## src/ioPortPkg.sv

```systemverilog
// Processor port bus types, port address map and status byte bit positions
package ioPortPkg;

	//////////////////////////////////////////////////
	// Bus types
	//////////////////////////////////////////////////

	typedef logic [7:0] portAddr_t; // PicoBlaze port_id
	typedef logic [7:0] portData_t; // One byte on out_port or in_port

	// Write side of the PicoBlaze port bus, 17 bits
	typedef struct packed {
		portAddr_t portId;      // Address of the current access
		portData_t outPort;     // Byte written by the processor
		logic      writeStrobe; // Qualifies outPort for one cycle
	} picoBus_t;

	//////////////////////////////////////////////////
	// Port addresses
	//////////////////////////////////////////////////

	// Must match the CONSTANT table of the PicoBlaze program
	localparam portAddr_t paOob         = 8'h08; // (o) out-of-bounds byte
	localparam portAddr_t paConnEst     = 8'h09; // (i) link status byte
	localparam portAddr_t paCursorCheck = 8'h0A; // (o) read address and cursor
	localparam portAddr_t paRamWAddr    = 8'h0B; // (o) write address, raises enable
	localparam portAddr_t paValidFlag   = 8'h0C; // (i) placement valid flag
	localparam portAddr_t paRamSelect   = 8'h13; // (o) us or them board
	localparam portAddr_t paRamWVal     = 8'h18; // (o) cell value to write
	localparam portAddr_t paDataRx      = 8'h19; // (i) byte from the XBee
	localparam portAddr_t paShipCheck1  = 8'h1A; // (o) extra "us" read addresses
	localparam portAddr_t paShipCheck2  = 8'h1B;
	localparam portAddr_t paShipCheck3  = 8'h1C;
	localparam portAddr_t paShipCheck4  = 8'h1D;
	localparam portAddr_t paDataTx      = 8'h1E; // (o) byte to the XBee
	localparam portAddr_t paDataRam     = 8'h1F; // (i) selected board read data

	//////////////////////////////////////////////////
	// Status byte at paConnEst
	//////////////////////////////////////////////////

	localparam int connBit    = 7; // Other board has answered
	localparam int rxReadyBit = 6; // Received byte waiting

endpackage

```

## src/boardPkg.sv

```systemverilog
// Board cell types, RAM select values, board RAM port struct and validity constants
package boardPkg;

	//////////////////////////////////////////////////
	// Cell types
	//////////////////////////////////////////////////

	typedef logic [7:0] cellAddr_t; // Linear board cell index
	typedef logic [1:0] cellVal_t;  // Cell content, zero is an empty cell

	// Which board memory the processor is talking to
	typedef enum logic {
		usRam   = 1'b0, // Our ships
		themRam = 1'b1  // Our guesses at their ships
	} ramSel_t;

	//////////////////////////////////////////////////
	// Board RAM port, 19 bits
	//////////////////////////////////////////////////

	typedef struct packed {
		cellAddr_t readAddr;    // Combinational read in the memory
		cellAddr_t writeAddr;
		logic      writeEnable; // Level, held until a read command
		cellVal_t  writeValue;
	} ramPort_t;

	//////////////////////////////////////////////////
	// Placement check
	//////////////////////////////////////////////////

	// Out-of-bounds byte value that overrides any RAM result
	localparam logic [7:0] outOfBounds = 8'hFF;

	// Bytes returned at the valid flag port
	localparam logic [7:0] validFlag   = 8'h01;
	localparam logic [7:0] invalidFlag = 8'h00;

endpackage

```

## src/boardRamPort.sv

```systemverilog
// Board RAM select register, us/them read and write channels, and display cursor
`timescale 1ns/10ps

module boardRamPort (
	input  logic                clk,
	input  logic                arstN,
	input  ioPortPkg::picoBus_t bus,
	output boardPkg::ramPort_t  usRam,   // Our ships
	output boardPkg::ramPort_t  themRam, // Our guesses
	output boardPkg::cellAddr_t cursor,
	output boardPkg::ramSel_t   ramSel
);

	// Byte on the bus seen as a cell address or a cell value
	boardPkg::cellAddr_t busAddr;
	boardPkg::cellVal_t  busVal;

	assign busAddr = bus.outPort;
	assign busVal  = bus.outPort[1:0]; // Upper bits ignored

	//////////////////////////////////////////////////
	// Strobed register writes
	//////////////////////////////////////////////////

	// Write value and write address must both be sent after the select,
	// the address last since it raises the enable
	always_ff @(posedge clk or negedge arstN) begin
		if (!arstN) begin
			ramSel  <= boardPkg::usRam;
			usRam   <= '0;
			themRam <= '0;
			cursor  <= '0;
		end else if (bus.writeStrobe) begin
			case (bus.portId)
				ioPortPkg::paRamSelect: begin
					ramSel <= boardPkg::ramSel_t'(bus.outPort[0]); // Bit 0 only
				end

				ioPortPkg::paRamWVal: begin
					if (ramSel == boardPkg::usRam)
						usRam.writeValue <= busVal;
					else
						themRam.writeValue <= busVal;
				end

				// Address lands and the selected enable goes high together
				ioPortPkg::paRamWAddr: begin
					if (ramSel == boardPkg::usRam) begin
						usRam.writeAddr   <= busAddr;
						usRam.writeEnable <= 1'b1;
					end else begin
						themRam.writeAddr   <= busAddr;
						themRam.writeEnable <= 1'b1;
					end
				end

				// Read command, so both boards stop writing
				ioPortPkg::paCursorCheck: begin
					usRam.writeEnable   <= 1'b0;
					themRam.writeEnable <= 1'b0;
					if (ramSel == boardPkg::usRam)
						usRam.readAddr <= busAddr;
					else
						themRam.readAddr <= busAddr;
					cursor <= busAddr; // Display follows the read address
				end

				// Extra cells of a ship being placed, always on our board
				ioPortPkg::paShipCheck1,
				ioPortPkg::paShipCheck2,
				ioPortPkg::paShipCheck3,
				ioPortPkg::paShipCheck4: begin
					usRam.writeEnable <= 1'b0;
					usRam.readAddr    <= busAddr; // Select is not looked at
				end

				default: ; // Not ours
			endcase
		end
	end

endmodule

```

## src/placementChecker.sv

```systemverilog
// Out-of-bounds register, "us" read data accumulator and placement valid flag
`timescale 1ns/10ps

module placementChecker (
	input  logic                clk,
	input  logic                arstN,
	input  ioPortPkg::picoBus_t bus,
	input  boardPkg::cellVal_t  usReadData,
	output logic                valid
);

	ioPortPkg::portData_t oob;        // Written by the processor at paOob
	boardPkg::cellVal_t   occupied;   // OR of every cell read since last clear
	logic                 clrPending; // Valid flag was read last cycle

	//////////////////////////////////////////////////
	// Out-of-bounds byte
	//////////////////////////////////////////////////

	always_ff @(posedge clk or negedge arstN) begin
		if (!arstN)
			oob <= '0;
		else if (bus.writeStrobe && bus.portId == ioPortPkg::paOob)
			oob <= bus.outPort;
	end

	//////////////////////////////////////////////////
	// Accumulator
	//////////////////////////////////////////////////

	// Any non-empty cell of the ship being placed sticks here
	always_ff @(posedge clk or negedge arstN) begin
		if (!arstN) begin
			clrPending <= 1'b0;
			occupied   <= '0;
		end else begin
			clrPending <= (bus.portId == ioPortPkg::paValidFlag); // Read, no strobe
			if (clrPending)
				occupied <= '0; // Result consumed, start over
			else
				occupied <= occupied | usReadData;
		end
	end

	// In bounds and every checked cell empty
	assign valid = (oob != boardPkg::outOfBounds) && (occupied == '0);

endmodule

```

## src/xbeeLink.sv

```systemverilog
// XBee receive latch with sticky ready flag, transmit byte and held send flag
`timescale 1ns/10ps

module xbeeLink (
	input  logic                 clk,
	input  logic                 arstN,
	input  ioPortPkg::picoBus_t  bus,
	input  logic                 rxDataReady, // One-cycle pulse per byte
	input  ioPortPkg::portData_t rxDataIn,
	output logic                 rxHold,
	output ioPortPkg::portData_t rxData,
	output logic                 txDataSend,
	output ioPortPkg::portData_t txDataOut
);

	//////////////////////////////////////////////////
	// Receive side
	//////////////////////////////////////////////////

	// Byte and flag stay put until the processor reads paDataRx
	always_ff @(posedge clk or negedge arstN) begin
		if (!arstN) begin
			rxData <= '0;
			rxHold <= 1'b0;
		end else begin
			if (rxDataReady)
				rxData <= rxDataIn;
			if (rxDataReady)
				rxHold <= 1'b1; // New byte beats a read in the same cycle
			else if (bus.portId == ioPortPkg::paDataRx)
				rxHold <= 1'b0;
		end
	end

	//////////////////////////////////////////////////
	// Transmit side
	//////////////////////////////////////////////////

	// No busy feedback from the radio, so send stays up until the other board replies
	always_ff @(posedge clk or negedge arstN) begin
		if (!arstN) begin
			txDataSend <= 1'b0;
			txDataOut  <= '0;
		end else begin
			if (bus.portId == ioPortPkg::paDataTx)
				txDataSend <= 1'b1;
			else if (rxDataReady)
				txDataSend <= 1'b0; // Reply seen
			if (bus.writeStrobe && bus.portId == ioPortPkg::paDataTx)
				txDataOut <= bus.outPort;
		end
	end

endmodule

```

## src/picoResponder.sv

```systemverilog
// Registered PicoBlaze read multiplexer and closed-loop interrupt latch
`timescale 1ns/10ps

module picoResponder (
	input  logic                 clk,
	input  logic                 arstN,
	input  ioPortPkg::portAddr_t portId,
	input  logic                 connEstablished,
	input  logic                 rxHold,
	input  logic                 valid,
	input  ioPortPkg::portData_t rxData,
	input  boardPkg::ramSel_t    ramSel,
	input  boardPkg::cellVal_t   usReadData,
	input  boardPkg::cellVal_t   themReadData,
	input  logic                 intRequest,
	input  logic                 interruptAck,
	output ioPortPkg::portData_t inPort,
	output logic                 interrupt
);

	ioPortPkg::portData_t statusByte; // Link status at paConnEst
	ioPortPkg::portData_t validByte;
	boardPkg::cellVal_t   ramData;    // Read data of the selected board
	ioPortPkg::portData_t readByte;   // Next value of inPort

	//////////////////////////////////////////////////
	// Read multiplexer
	//////////////////////////////////////////////////

	always_comb begin
		statusByte = '0;
		statusByte[ioPortPkg::connBit]    = connEstablished;
		statusByte[ioPortPkg::rxReadyBit] = rxHold; // Other bits stay zero
	end

	assign validByte = valid ? boardPkg::validFlag : boardPkg::invalidFlag;
	assign ramData   = (ramSel == boardPkg::usRam) ? usReadData : themReadData;

	// Only true inputs read back, everything else is zero
	always_comb begin
		case (portId)
			ioPortPkg::paConnEst:   readByte = statusByte;
			ioPortPkg::paValidFlag: readByte = validByte;
			ioPortPkg::paDataRx:    readByte = rxData;
			ioPortPkg::paDataRam:   readByte = ioPortPkg::portData_t'(ramData); // Zero-extend
			default:                readByte = '0;
		endcase
	end

	// Processor samples in_port one cycle after it drives port_id
	always_ff @(posedge clk or negedge arstN) begin
		if (!arstN)
			inPort <= '0;
		else
			inPort <= readByte;
	end

	//////////////////////////////////////////////////
	// Interrupt latch
	//////////////////////////////////////////////////

	// Held from request until the processor acknowledges
	always_ff @(posedge clk or negedge arstN) begin
		if (!arstN)
			interrupt <= 1'b0;
		else if (interruptAck)
			interrupt <= 1'b0; // Ack wins over a new request
		else if (intRequest)
			interrupt <= 1'b1;
	end

endmodule

```

## src/boardIoBridge.sv

```systemverilog
// Top level of the PicoBlaze I/O bridge, wiring RAM port, checker, XBee link and responder
`timescale 1ns/10ps

module boardIoBridge (
	input  logic                 clk,
	input  logic                 arstN,
	input  ioPortPkg::picoBus_t  bus,           // Processor write side
	output ioPortPkg::portData_t inPort,        // Registered read byte
	input  logic                 intRequest,
	input  logic                 interruptAck,
	input  logic                 connEstablished,
	input  logic                 rxDataReady,   // One-cycle pulse from the XBee side
	input  ioPortPkg::portData_t rxDataIn,
	input  boardPkg::cellVal_t   usReadData,
	input  boardPkg::cellVal_t   themReadData,
	output boardPkg::ramPort_t   usRam,
	output boardPkg::ramPort_t   themRam,
	output boardPkg::cellAddr_t  cursor,        // To the display
	output logic                 interrupt,
	output logic                 txDataSend,
	output ioPortPkg::portData_t txDataOut
);

	boardPkg::ramSel_t    ramSel; // Current board for RAM reads
	logic                 valid;  // Placement check result
	logic                 rxHold; // Sticky receive-ready
	ioPortPkg::portData_t rxData; // Latched receive byte

	//////////////////////////////////////////////////
	// Write-side blocks
	//////////////////////////////////////////////////

	boardRamPort ramPortInst (
		.clk    (clk),
		.arstN  (arstN),
		.bus    (bus),
		.usRam  (usRam),
		.themRam(themRam),
		.cursor (cursor),
		.ramSel (ramSel)
	);

	placementChecker checkerInst (
		.clk       (clk),
		.arstN     (arstN),
		.bus       (bus),
		.usReadData(usReadData),
		.valid     (valid)
	);

	xbeeLink xbeeInst (
		.clk        (clk),
		.arstN      (arstN),
		.bus        (bus),
		.rxDataReady(rxDataReady),
		.rxDataIn   (rxDataIn),
		.rxHold     (rxHold),
		.rxData     (rxData),
		.txDataSend (txDataSend),
		.txDataOut  (txDataOut)
	);

	//////////////////////////////////////////////////
	// Read side and interrupt
	//////////////////////////////////////////////////

	picoResponder responderInst (
		.clk            (clk),
		.arstN          (arstN),
		.portId         (bus.portId),   // Reads need no strobe
		.connEstablished(connEstablished),
		.rxHold         (rxHold),
		.valid          (valid),
		.rxData         (rxData),
		.ramSel         (ramSel),
		.usReadData     (usReadData),
		.themReadData   (themReadData),
		.intRequest     (intRequest),
		.interruptAck   (interruptAck),
		.inPort         (inPort),
		.interrupt      (interrupt)
	);

endmodule

```

## config.mk

```make
export PLATFORM = sky130hd
export DESIGN_NAME = boardIoBridge
export DESIGN_NICKNAME = d
export VERILOG_FILES = /design/src/ioPortPkg.sv /design/src/boardPkg.sv /design/src/boardRamPort.sv /design/src/placementChecker.sv /design/src/xbeeLink.sv /design/src/picoResponder.sv /design/src/boardIoBridge.sv
export SDC_FILE = /design/constraint.sdc
export NUM_CORES = 1
export LEC_CHECK = 0
export ABC_AREA = 1
export BUFFER_PORTS_ARGS = -buffer_cell sky130_fd_sc_hd__buf_4
export CORE_ASPECT_RATIO = 0.8
export CORE_MARGIN = 8
export CORE_UTILIZATION = 55
export CTS_BUF_LIST = sky130_fd_sc_hd__clkbuf_4 sky130_fd_sc_hd__clkbuf_8 sky130_fd_sc_hd__clkbuf_16
export CTS_CLUSTER_DIAMETER = 100
export DETAILED_ROUTE_END_ITERATION = 10
export GPL_ROUTABILITY_DRIVEN = 0
export HOLD_SLACK_MARGIN = 0.15
export PLACE_DENSITY_LB_ADDON = 0.3
export RECOVER_POWER = 50
export SLEW_MARGIN = 10
export SYNTH_ARGS = -nofsm -noshare
export SYNTH_HDL_FRONTEND = slang
export SYNTH_HIERARCHICAL = 1
export SYNTH_SLANG_ARGS = --single-unit
```

## constraint.sdc

```tcl
create_clock -name clk -period 2.9 [get_ports clk]
set_clock_uncertainty 0.15 [all_clocks]
set_input_delay 0.58 -clock clk [delete_from_list [all_inputs] [get_ports clk]]
set_output_delay 0.58 -clock clk [all_outputs]
set_load 0.01 [all_outputs]
```

**Word-level counts from Yosys, hierarchy flattened**

Index checks and enable logic that the tools add are counted.

- Flip-flop bits (word level): 85
- Input port bits: 35
- Output and inout port bits: 64

- Bitwise logic cells: 2
- Equal/unequal tests: 18
- Reduce and logical (&&, ||, !) cells: 22
- Muxes and demuxes: 16

Operators with widths:

| kind | count |
|---|---|
| equality test 8 x 5 -> 1 bit (second input constant) | 9 |
| equality test 8 x 4 -> 1 bit (second input constant) | 5 |
| case mux 8 bit (4 select lines) | 1 |
| AND reduction 3 bit | 8 |
| case mux 8 bit (2 select lines) | 1 |
| nonzero test 2 bit | 6 |
| 2-to-1 mux 1 bit | 9 |
| 2-to-1 mux 8 bit | 1 |
| inequality test 8 bit (second input constant) | 1 |
| OR reduction 5 bit | 1 |
| 2-to-1 mux 2 bit | 2 |
| inequality test 2 bit (second input constant) | 2 |
| case mux 1 bit (2 select lines) | 2 |
| AND reduction 2 bit | 2 |
| OR reduction 4 bit | 1 |
| logical AND 1 bit | 3 |
| zero test 2 bit | 1 |
| inequality test 2 x 1 -> 1 bit (second input constant) | 1 |
| bitwise OR 2 bit | 1 |
| inverter 1 bit | 1 |

**Logic depth before layout (Yosys ltp)**

Gate-level depths: netlist of run 1.

- Depth in word-level cells: 4
- Depth in mapped cells: 9
- Gate-level depth less buffers: 9

**Cells and area by module**

Netlist of run 1, hierarchy kept.

Modules (own cells, without submodules):

| module | seq. area each (um2) | cells each | times used | area each (um2) |
|---|---|---|---|---|
| boardRamPort | 1,176.1 | 214 | 1 | 2,033.2 |
| xbeeLink | 450.4 | 89 | 1 | 795.8 |
| placementChecker | 275.3 | 56 | 1 | 508.0 |
| picoResponder | 225.2 | 60 | 1 | 483.0 |

**Worst setup path after synthesis of run 1**

OpenSTA, ideal clock, no wires.

- Path type: in2reg
- From: in bus[15] (netlist bit)
- To: reg ramPortInst.cursor[5]
- Path slack: 1.199 ns
- Arrival time: 1.432 ns
- Setup time: 0.119 ns
- Cell stages on the path: 8
- Path through: inv_1 > nand2_1 > nor2_4 > nand2_4 > nor2_4 > buf_6 > nand2_1 > o21a_1

- Longest elaborated chain between the ends: 2

Ends and longest elaborated chain:

| item | RTL line | text |
|---|---|---|
| start: declaration | boardIoBridge.sv:7 | `input ioPortPkg::picoBus_t bus,` |
| equality test 8 x 4 -> 1 bit | boardRamPort.sv:34 | `case (bus.portId)` |
| AND reduction 2 bit (no source line) | - |  |
| end signal: assignment | boardRamPort.sv:65 | `cursor <= busAddr;` |
| end: declaration | boardRamPort.sv:10 | `output boardPkg::cellAddr_t cursor,` |

Every way passes these cells.
A chain may end at the register's enable or synchronous reset.

**Final worst setup path of run 1**

- From: in bus[12] (netlist bit)
- To: reg ramPortInst/themRam[16] (netlist name)

- Longest elaborated chain between the ends: 2

Ends and longest elaborated chain:

| item | RTL line |
|---|---|
| equality test 8 x 4 -> 1 bit | boardRamPort.sv:34 |
| AND reduction 3 bit (no source line) | - |

Every way passes these cells.

==> out/summary.txt, run 1 <==
post-CTS setup buffers = 0
vias in the first global route = 3261
Routed Antenna Nets = 0
clock share of power = 36.3%
internal power = 1840 uW
total of warnings raised by yosys = 6
met3 usage = 6.56%
clk sinks = 85
number of max-cap violations = 0
cell count after synthesis = 419
Filler Cell Count = 549
total CTS buffers = 9
Finish-stage setup viols = 0
busiest grt layer = met2
Net Sw Power = 621 uW
Hold Crit Class = in2reg
Tmin final = 2.15 ns
via-per-instance ratio = 5.28
placed cell area = 0.00463 mm^2
Crit path required time = 3.00 ns
Rows = 27
RSZ-0062 raised after global routing = no
Routed WL = 9770 um
highest cell delay on the worst timing path = 0.52 ns
crit path max fanout = 15
critical path, cell by cell = clkbuf_1 -> nand2_1 -> nor2_1 -> nand4_1 -> o21ai_0
initial antenna violation count = 0
chip width = 109 um
Antenna diodes = 0
largest net degree at the start of global routing = 45
GRT Overall Usage = 20.2%
area occupied by registers = 0.00213 mm^2
max-slew violations = 0
GR Util met1 = 26.9%
area leader, netlist = dfrtp_1
power share of the combinational group = 11.7%
clk_lat worst skew = 0.34 ns
final period utilization = 74.0%
met2 usage = 31.0%
initial DRC count = 224
Ports = 99
startpoint types = primary input
cts hold-fix bufs = 1
endpoints failing hold = 0
Core Area = 0.00679 mm^2
clock root cell = clkbuf_8
Net Count, Synth = 454
Synth top area share = 55.7%
Multi-input gate area = 0.00137 mm^2
share of cells above drive strength 1 = 24.3%
CTS tree = built
Seq/Total Area, Yosys = 55.7%
Slew headroom = 29.3%
mapped cell area = 0.00382 mm^2
Synth Register Bits = 85
clock tree buffer depth = 2
Initial DRT Pass Iterations = 4
WS Path Type = in2reg
switching share of power = 25.3%
max frequency = 466 MHz
crit path DAT = 2.25 ns
Die H = 90.5 um
worst hold slack = 0.224 ns
final global-route overflow total = 0
post-cts gate resize count = 0
Static Leak = 0.00259 uW
vias = 3242
dominant cells by area after synthesis = dfrtp_1, nand2_1, nand3_1
Worst VDD drop = 360 uV
status = finished clean
Slowest-stage cell, CP = nand4_1
syn_area_per_cell = 9.12 um^2
P per Cell Area = 526 mW/mm^2
area delta synth->final = 22.4%
Initial Utilization = 56.3%
H-Tree Depth = 3
Clk pin slew, worst setup/hold paths = 0.08 ns
setup TNS = 0 ns
# nets final = 558
die area = 0.00988 mm^2
Synth cell types = 27
drt drc = 0
hpwl dp = 7220 um
first-pass GRT wire length = 15900 um
Seq pwr share = 52.0%
Worst Tran Pin Value = 1.06 ns
fin area = 0.00467 mm^2
Critical Path End Type = flop
WL per Instance = 15.9 um
IO buf count = 98
==> cell usage after synthesis <==
master    count
buf_2         3
o21ai_0      15
o21a_1        8
nand4_2       1
nand3_4       2
clkinv_1      1
nor2_4        6
o21ai_2       8
buf_6         3
nand3_1      31
nand4_1      10
nor2_2        5
nor3_1        3
nor4_1        1
nand4_4       1
inv_1        39
o21ai_1       8
nor2_1       15
clkbuf_2      1
inv_2         4
nand3_2       2
nand2_1     150
nor2_8        4
nand2_4       4
dfrtp_1      85
o31ai_1       1
nand2_2       8
==> cell usage in the layout (no fill, tap or decap) <==
cell type / Yosys / routed
nand2_1: 150 / 152
dfrtp_1: 85 / 85
buf_4: 0 / 78
inv_1: 39 / 40
nand3_1: 31 / 33
nor2_1: 15 / 21
o21ai_0: 15 / 20
clkbuf_1: 0 / 19
nand4_1: 10 / 11
clkbuf_8: 0 / 9
o21a_1: 8 / 8
o21ai_2: 8 / 8
nand2_2: 8 / 7
nor2_4: 6 / 4
inv_2: 4 / 3
o21ai_1: 8 / 3
nand2_4: 4 / 3
nor3_1: 3 / 3
nor2_2: 5 / 3
nor2_8: 4 / 2
bufinv_16: 0 / 2
clkinv_2: 0 / 2
nand3_2: 2 / 2
clkinv_1: 1 / 1
nor4_1: 1 / 1
inv_6: 0 / 1
clkinvlp_4: 0 / 1
dlygate4sd3_1: 0 / 1
clkbuf_2: 1 / 1
buf_12: 0 / 1
o31ai_1: 1 / 1
nand4_2: 1 / 1
==> state kept, by name (all words and copies together), names as in the netlist <==
| name | flops |
|---|---|
| ramPortInst/themRam | 19 |
| ramPortInst/usRam | 19 |
| checkerInst/oob | 8 |
| ramPortInst/cursor | 8 |
| responderInst/inPort | 8 |
| xbeeInst/rxData | 8 |
| xbeeInst/txDataOut | 8 |
| checkerInst/occupied | 2 |
| checkerInst/clrPending | 1 |
| ramPortInst/ramSel | 1 |
| responderInst/interrupt | 1 |
| xbeeInst/rxHold | 1 |
| xbeeInst/txDataSend | 1 |
==> power by group through the flow <==
stage	Clock (uW)	Sequential [uW]	Combinational [uW]
after global routing	956	1280	319
after CTS	913	1280	310
final	892	1280	288
after floorplan	0	1310	111
after global placement	0	1300	295
after detailed placement	0	1300	307
==> metal layers <==
metal | wire (um) | up-vias
met5 | 0 | -
met4 | 124 | 0
met1 | 4230 | 1577
li1 | - | 1532
met2 | 4600 | 125
met3 | 817 | 8
==> kinds of logic (layout without fill, tap and decap cells) <==
kind of cell,Yosys count,after routing,synth area share (%)
AOI/OAI and AO/OA,40,40,6.62
DFF,85,85,55.7
buffers and inverters,51,159,5.73
and+or+nand+nor,243,243,32.0
==> per-stage QoR <==
step | instances | power, uW | utilization (%) | worst slack, ns
2_1_floorplan | 419 | 1420 | - | 1.20
3_3_place_gp | 598 | 1600 | 68.2 | 0.913
3_5_place_dp | 598 | 1610 | 68.2 | 0.825
4_1_cts | 614 | 2500 | 71.4 | 1.10
5_1_grt | 614 | 2560 | 68.8 | 0.536
6_report | 614 | 2460 | 68.8 | 0.753
==> worst max-delay path: cells and delay by family <==
kind	cells	cell delay [ns]
AO/OA/AOI/OAI	1	0.36
buffers and inverters	1	0.32
AND/OR/NAND/NOR	3	0.98
==> area by class of cell <==
type                    instances  share of cell area (%)
well taps                      87                    2.33
clock buffers                   9                    2.65
flip-flops and latches         85                    45.5
repair buffers                100                    14.8
clock inverters                 6                    1.85
inverters                      44                    3.53
multi-input cells             283                    29.3
==> final timing paths <==
path,slack (ns),from,cells after the start,endpoint
max,0.75,bus[12],5,ramPortInst/themRam[16]$_DFFE_PN0P_
max in group asynchronous,1.01,arstN,3,responderInst/inPort[3]$_DFF_PN0_
min reg2reg,0.28,checkerInst/clrPending$_DFF_PN0_,1,checkerInst/occupied[0]$_DFF_PN0_
min in group asynchronous,0.80,arstN,2,ramPortInst/cursor[2]$_DFFE_PN0P_
min,0.22,interruptAck,2,responderInst/interrupt$_DFFE_PN0P_
max reg2reg,1.22,ramPortInst/ramSel$_DFFE_PN0P_,3,ramPortInst/usRam[4]$_DFFE_PN0P_
(Power assumes the default switching activity.)
==> run 2: changes to the inputs <==
--- a/config.mk
+++ b/config.mk
@@ -9,7 +9,7 @@
 export BUFFER_PORTS_ARGS = -buffer_cell sky130_fd_sc_hd__buf_4
 export CORE_ASPECT_RATIO = 0.8
 export CORE_MARGIN = 8
-export CORE_UTILIZATION = 55
+export CORE_UTILIZATION = 53
 export CTS_BUF_LIST = sky130_fd_sc_hd__clkbuf_4 sky130_fd_sc_hd__clkbuf_8 sky130_fd_sc_hd__clkbuf_16
 export CTS_CLUSTER_DIAMETER = 100
 export DETAILED_ROUTE_END_ITERATION = 10
==> constraint.sdc (replaced) <==
create_clock -name clk -period 2 [get_ports clk]
set_clock_uncertainty 0.15 [all_clocks]
set_input_delay 0.4 -clock clk [delete_from_list [all_inputs] [get_ports clk]]
set_output_delay 0.4 -clock clk [all_outputs]
set_load 0.01 [all_outputs]
==> run 2 against run 1 <==
Net effect: cell area increased by 6.9%; critical path depth is 2 higher; clock power up 40%; sequential cell count unchanged; core utilization is 3.3 points higher; first-iteration DRC count rose by 21%; die area grew 3.2%; total power grew 45%; sequential share of layout area shrank 3.0 points; largest cell class unchanged; count of clock-buffer cells in the layout rose by 4; via count is 2.6% higher; sequential power grew 45%.
==> out/summary.txt, run 2 (synthesis gave the netlist of run 1 again) <==
Finish-stage setup viols = 0
clock tree buffer depth = 2
Hold Crit Start = bus[5]
crit path DAT = 1.81 ns
drt drc = 0
clock share of power = 35.0%
final period utilization = 85.8%
largest net degree at the start of global routing = 46
initial DRC count = 272
Crit. Startpoint = bus[14]
Clk pin slew, worst setup/hold paths = 0.08 ns
Die H = 91.9 um
endpoints failing hold = 0
max frequency = 583 MHz
CTS tree = built
Worst VDD drop = 393 uV
GRT Overall Usage = 20.5%
setup TNS = 0 ns
Core Area = 0.00693 mm^2
area occupied by registers = 0.00213 mm^2
power share of the combinational group = 13.0%
fin area = 0.00500 mm^2
clk sinks = 85
Worst Tran Pin Value = 0.952 ns
area delta synth->final = 30.9%
Pwr Total = 3570 uW
commonest non-fill, non-tap cell in the layout = nand2_1
clk_lat worst skew = 0.35 ns
Static Leak = 0.00278 uW
Multi-input gate area = 0.00145 mm^2
startpoint types = primary input
max-slew violations = 0
WL per Instance = 15.8 um
placed cell area = 0.00465 mm^2
Filler Cell Count = 513
Core Util, Final = 72.2%
share of cells above drive strength 1 = 28.9%
worst setup margin = 0.283 ns
vias = 3326
Largest regs = ramPortInst/themRam x19, ramPortInst/usRam x19
Tmin final = 1.72 ns
Routed WL = 10000 um
number of max-cap violations = 0
Critical Path End Type = flop
switching share of power = 25.2%
# nets final = 577
P per Cell Area = 715 mW/mm^2
Rows = 27
Seq pwr share = 52.0%
Antenna diodes = 0
status = finished clean
Net Sw Power = 900 uW
total CTS buffers = 9
Ports = 99
internal power = 2670 uW
H-Tree Depth = 3
Routed Antenna Nets = 0
vias in the first global route = 3460
crit path max fanout = 11
most frequent cells in the layout = nand2_1, buf_4, dfrtp_1
Crit path required time = 2.09 ns
hpwl dp = 7410 um
first-pass GRT wire length = 17000 um
chip width = 111 um
Initial Utilization = 55.2%
clock root cell = clkbuf_8
WS Path Type = in2reg
Slew headroom = 36.3%
Hold Crit Class = in2reg
via-per-instance ratio = 5.25
DP Worst Slack = 0.178 ns
final global-route overflow total = 0
post-CTS setup buffers = 0
worst r2r src = ramPortInst/ramSel$_DFFE_PN0P_
initial antenna violation count = 0
IO buf count = 98
die area = 0.0102 mm^2
RSZ-0062 raised after global routing = no
Initial DRT Pass Iterations = 5
==> run 2: cell types whose count changed in the layout (fill, tap and decap cells not counted), moves of 2 or more <==
cell	change
nor2_2	+2
nand3_4	+2
nor2_1	-4
dlygate4sd3_1	+16
o21ai_1	+5
nor2_8	+2
nand3_1	-2
clkbuf_8	+2
o21ai_0	-5
clkbuf_4	+11
buf_4	+10
clkbuf_1	-17
==> run 2: timing repair <==
action,4_1_cts,5_1_grt
gates resized for setup,0,0
hold buffers,17,0
hold endpoints to repair,43,0
==> run 2: final cells by class <==
type | count | share of cell area (%)
Clock buffer | 13 | 3.33
Inverter | 44 | 3.30
Timing Repair Buffer | 119 | 18.7
Tap cell | 87 | 2.18
Multi-Input combinational cell | 283 | 29.0
Clock inverter | 3 | 0.876
Sequential cell | 85 | 42.6
==> run 2: worst paths after layout <==
kind / to / slack (ns) / cells after the start
max: xbeeInst/txDataOut[5]$_DFFE_PN0P_ / 0.28 / 7
min: checkerInst/oob[4]$_DFFE_PN0P_ / 0.17 / 3
max reg2reg: ramPortInst/themRam[9]$_DFFE_PN0P_ / 0.47 / 6
min reg2reg: checkerInst/occupied[0]$_DFF_PN0_ / 0.29 / 1
max in group asynchronous: ramPortInst/usRam[0]$_DFFE_PN0P_ / 0.40 / 3
min in group asynchronous: ramPortInst/usRam[4]$_DFFE_PN0P_ / 0.51 / 2
==> run 2: stage by stage <==
| step | hold slack (ns) | std cells |
|---|---|---|
| 2_1_floorplan | -0.0456 | 419 |
| 3_3_place_gp | 0.202 | 601 |
| 3_5_place_dp | 0.210 | 601 |
| 4_1_cts | 0.158 | 634 |
| 5_1_grt | 0.155 | 634 |
| 6_report | 0.169 | 634 |
==> run 2: layer usage <==
layer | vias up | global-route usage [%] | routed length (um)
met5 | - | 0 | 0
met4 | 0 | 6.85 | 155
met3 | 12 | 7.03 | 898
met2 | 147 | 33.6 | 4860
met1 | 1588 | 24.8 | 4110
li1 | 1579 | - | -
==> run 2: power groups by stage <==
stage | clock network (uW) | registers, uW | logic, uW
6_report | 1250 | 1860 | 466
5_1_grt | 1360 | 1870 | 516
4_1_cts | 1290 | 1850 | 477
3_5_place_dp | 0 | 1890 | 450
3_3_place_gp | 0 | 1890 | 429
2_1_floorplan | 0 | 1900 | 161
==> run 2: worst max-delay path: stages <==
cell	delay, ns
buf_4	0.12
inv_1	0.05
nand2_1	0.05
nor2_1	0.73
nand3_4	0.27
nand2_1	0.12
nand2_1	0.06
==> run 3: changes to the inputs <==
--- a/config.mk
+++ b/config.mk
@@ -5,11 +5,10 @@
 export SDC_FILE = /design/constraint.sdc
 export NUM_CORES = 1
 export LEC_CHECK = 0
-export ABC_AREA = 1
 export BUFFER_PORTS_ARGS = -buffer_cell sky130_fd_sc_hd__buf_4
 export CORE_ASPECT_RATIO = 0.8
 export CORE_MARGIN = 8
-export CORE_UTILIZATION = 53
+export CORE_UTILIZATION = 55
 export CTS_BUF_LIST = sky130_fd_sc_hd__clkbuf_4 sky130_fd_sc_hd__clkbuf_8 sky130_fd_sc_hd__clkbuf_16
 export CTS_CLUSTER_DIAMETER = 100
 export DETAILED_ROUTE_END_ITERATION = 10
==> constraint.sdc (replaced) <==
create_clock -name clk -period 2.15 [get_ports clk]
set_clock_uncertainty 0.15 [all_clocks]
set_input_delay 0.43 -clock clk [delete_from_list [all_inputs] [get_ports clk]]
set_output_delay 0.43 -clock clk [all_outputs]
set_load 0.01 [all_outputs]
==> run 3 against run 2 <==
Net effect: sequential share of layout area is 3.1 points higher; synthesized area is 7.6% lower; worst setup slack worse by 0.043 ns; cell area is 6.8% lower; clock power is 9% lower; critical endpoint is now xbeeInst/txDataOut[1]$_DFFE_PN0P_; die area is 9.3% lower; non-clock buffer count is 2 lower; critical path depth is 2 lower.
==> out/summary.txt, run 3 <==
R2R Path End = ramPortInst/usRam[11]$_DFFE_PN0P_
mapped cell area = 0.00353 mm^2
Largest regs = ramPortInst/themRam x19, ramPortInst/usRam x19
Core Area = 0.00631 mm^2
startpoint types = primary input
status = finished clean
cts hold-fix bufs = 9
RSZ-0062 raised after global routing = no
Hold Crit Start = rxDataIn[3]
area delta synth->final = 32.1%
Routed Antenna Nets = 0
highest cell delay on the worst timing path = 0.65 ns
worst r2r src = ramPortInst/ramSel$_DFFE_PN0P_
area occupied by registers = 0.00213 mm^2
area leader, netlist = dfrtp_1
Initial Utilization = 55.9%
Net Count, Synth = 266
Tmin final = 1.91 ns
cell count after synthesis = 231
CTS tree = built
clock tree buffer depth = 2
worst-case hold path end point = xbeeInst/rxData[3]$_DFFE_PN0P_
H-Tree Depth = 3
Routed WL = 8390 um
final global-route overflow total = 0
GRT Overall Usage = 18.7%
dominant cells by area after synthesis = dfrtp_1, mux2_2, mux2_4
Rows = 26
drt drc = 0
most used cell, CP = clkbuf_1
worst hold slack = 0.165 ns
total CTS buffers = 9
Synth top cells by count = dfrtp_1, mux2_2, nor2_1
Synth top area share = 60.3%
via-per-instance ratio = 5.38
initial DRC count = 79
syn_area_per_cell = 15.3 um^2
crit path max fanout = 8
Clk pin slew, worst setup/hold paths = 0.09 ns
Reg2Reg Setup Slack = 0.30 ns
post-cts gate resize count = 0
vias = 2393
first-pass GRT wire length = 13500 um
share of cells above drive strength 1 = 53.5%
CP delay by family, top = simple AND/OR/NAND/NOR gates
Slowest-stage cell, CP = nor4b_1
crit path DAT = 1.99 ns
Finish-stage setup viols = 0
# nets final = 391
clock root cell = clkbuf_8
number of max-cap violations = 0
Worst VDD drop = 563 uV
initial antenna violation count = 0
Hold Crit Class = in2reg
post-CTS setup buffers = 0
hpwl dp = 5950 um
Antenna diodes = 0
Synth cell types = 38
Core Util, Final = 73.9%
vias in the first global route = 2650
endpoints failing hold = 0
Synth Register Bits = 85
Ports = 99
Worst Tran Pin Value = 0.848 ns
clk_lat worst skew = 0.35 ns
worst hold stages = 2
Critical Path End Type = flop
ys flop type = dfrtp_1
largest net degree at the start of global routing = 53
Filler Cell Count = 467
clk sinks = 85
most numerous cell in the Yosys netlist = dfrtp_1
Worst Path Buf+Inv = 2
final period utilization = 88.8%
total of warnings raised by yosys = 6
Slew headroom = 43.5%
WL per Instance = 18.9 um
Initial DRT Pass Iterations = 4
Multi-input gate area = 0.00134 mm^2
Worst R2R Path Depth = 5
Crit path required time = 2.23 ns
die area = 0.00925 mm^2
WS Path Type = in2reg
chip width = 106 um
max-slew violations = 0
number of synthesized flops with an enable pin = 0
IO buf count = 98
most frequent cells in the layout = dfrtp_1, buf_4, mux2_2
Static Leak = 0.00235 uW
Seq/Total Area, Yosys = 60.3%
post-synthesis async set-or-reset flop share = 100%
Die H = 87.6 um
critical path, cell by cell = clkbuf_1 -> clkbuf_1 -> nor4b_1 -> nand3_4 -> mux2_2
P per Cell Area = 694 mW/mm^2
max frequency = 524 MHz
run 3: report_power, final:
| part | internal, uW | switching, uW |
|---|---|---|
| logic | 198 | 175 |
| clock network | 584 | 561 |
| registers | 1670 | 41.9 |
| total | 2460 | 777 |
run 3: routing by layer:
layer	track usage, %	vias to the layer above	part of all wire [%]
li1	-	1098	-
met1	22.2	1203	43
met2	30.3	82	48
met3	8.24	10	7.9
met4	5.22	0	1.2
met5	0	-	0
run 3: kinds of logic after synthesis:
group / synth area share [%]
mux: 24.1
simple gates: 13.4
flops: 60.3
compound gates: 1.35
buf+inv: 0.886
run 3: worst max path at each step:
| stage | start | end | slack, ns | cells past startpoint |
|---|---|---|---|---|
| 2_1_floorplan | bus[14] | ramPortInst/usRam[10]$_DFFE_PN0P_ | 0.03 | 5 |
| 3_3_place_gp | bus[14] | ramPortInst/usRam[8]$_DFFE_PN0P_ | -0.02 | 5 |
| 3_5_place_dp | bus[14] | ramPortInst/themRam[3]$_DFFE_PN0P_ | -0.04 | 7 |
| 4_1_cts | ramPortInst/ramSel$_DFFE_PN0P_ | ramPortInst/usRam[11]$_DFFE_PN0P_ | 0.34 | 5 |
| 5_1_grt | arstN | ramPortInst/usRam[0]$_DFFE_PN0P_ | 0.15 | 3 |
| 6_report | bus[14] | xbeeInst/txDataOut[1]$_DFFE_PN0P_ | 0.24 | 5 |
run 3: layout make-up:
| type | instances | share of cell area, % |
|---|---|---|
| Sequential cell | 85 | 45.6 |
| Tap cell | 84 | 2.26 |
| Timing Repair Buffer | 117 | 18.8 |
| Inverter | 3 | 0.242 |
| Clock buffer | 11 | 3.11 |
| Multi-Input combinational cell | 140 | 28.6 |
| Clock inverter | 5 | 1.26 |
run 3: stage by stage:
| step | power, uW | TNS, ns | instances | cell area [um^2] | worst slack, ns |
|---|---|---|---|---|---|
| 6_report | 3230 | 0 | 445 | 4660 | 0.240 |
| 5_1_grt | 3370 | 0 | 445 | 4660 | 0.145 |
| 4_1_cts | 3280 | 0 | 445 | 4760 | 0.341 |
| 3_5_place_dp | 2120 | -0.507 | 420 | 4460 | -0.0423 |
| 3_3_place_gp | 2110 | -0.141 | 420 | 4460 | -0.0182 |
| 2_1_floorplan | 1880 | 0 | 231 | 3530 | 0.0255 |
run 3: worst register-to-register path, cell delays in order, from the launching register on:
cell and delay (ns):
dfrtp_1 0.50, nor4b_1 0.28, nand4_1 0.16, nand3_1 0.16, buf_12 0.15, mux2_2 0.34
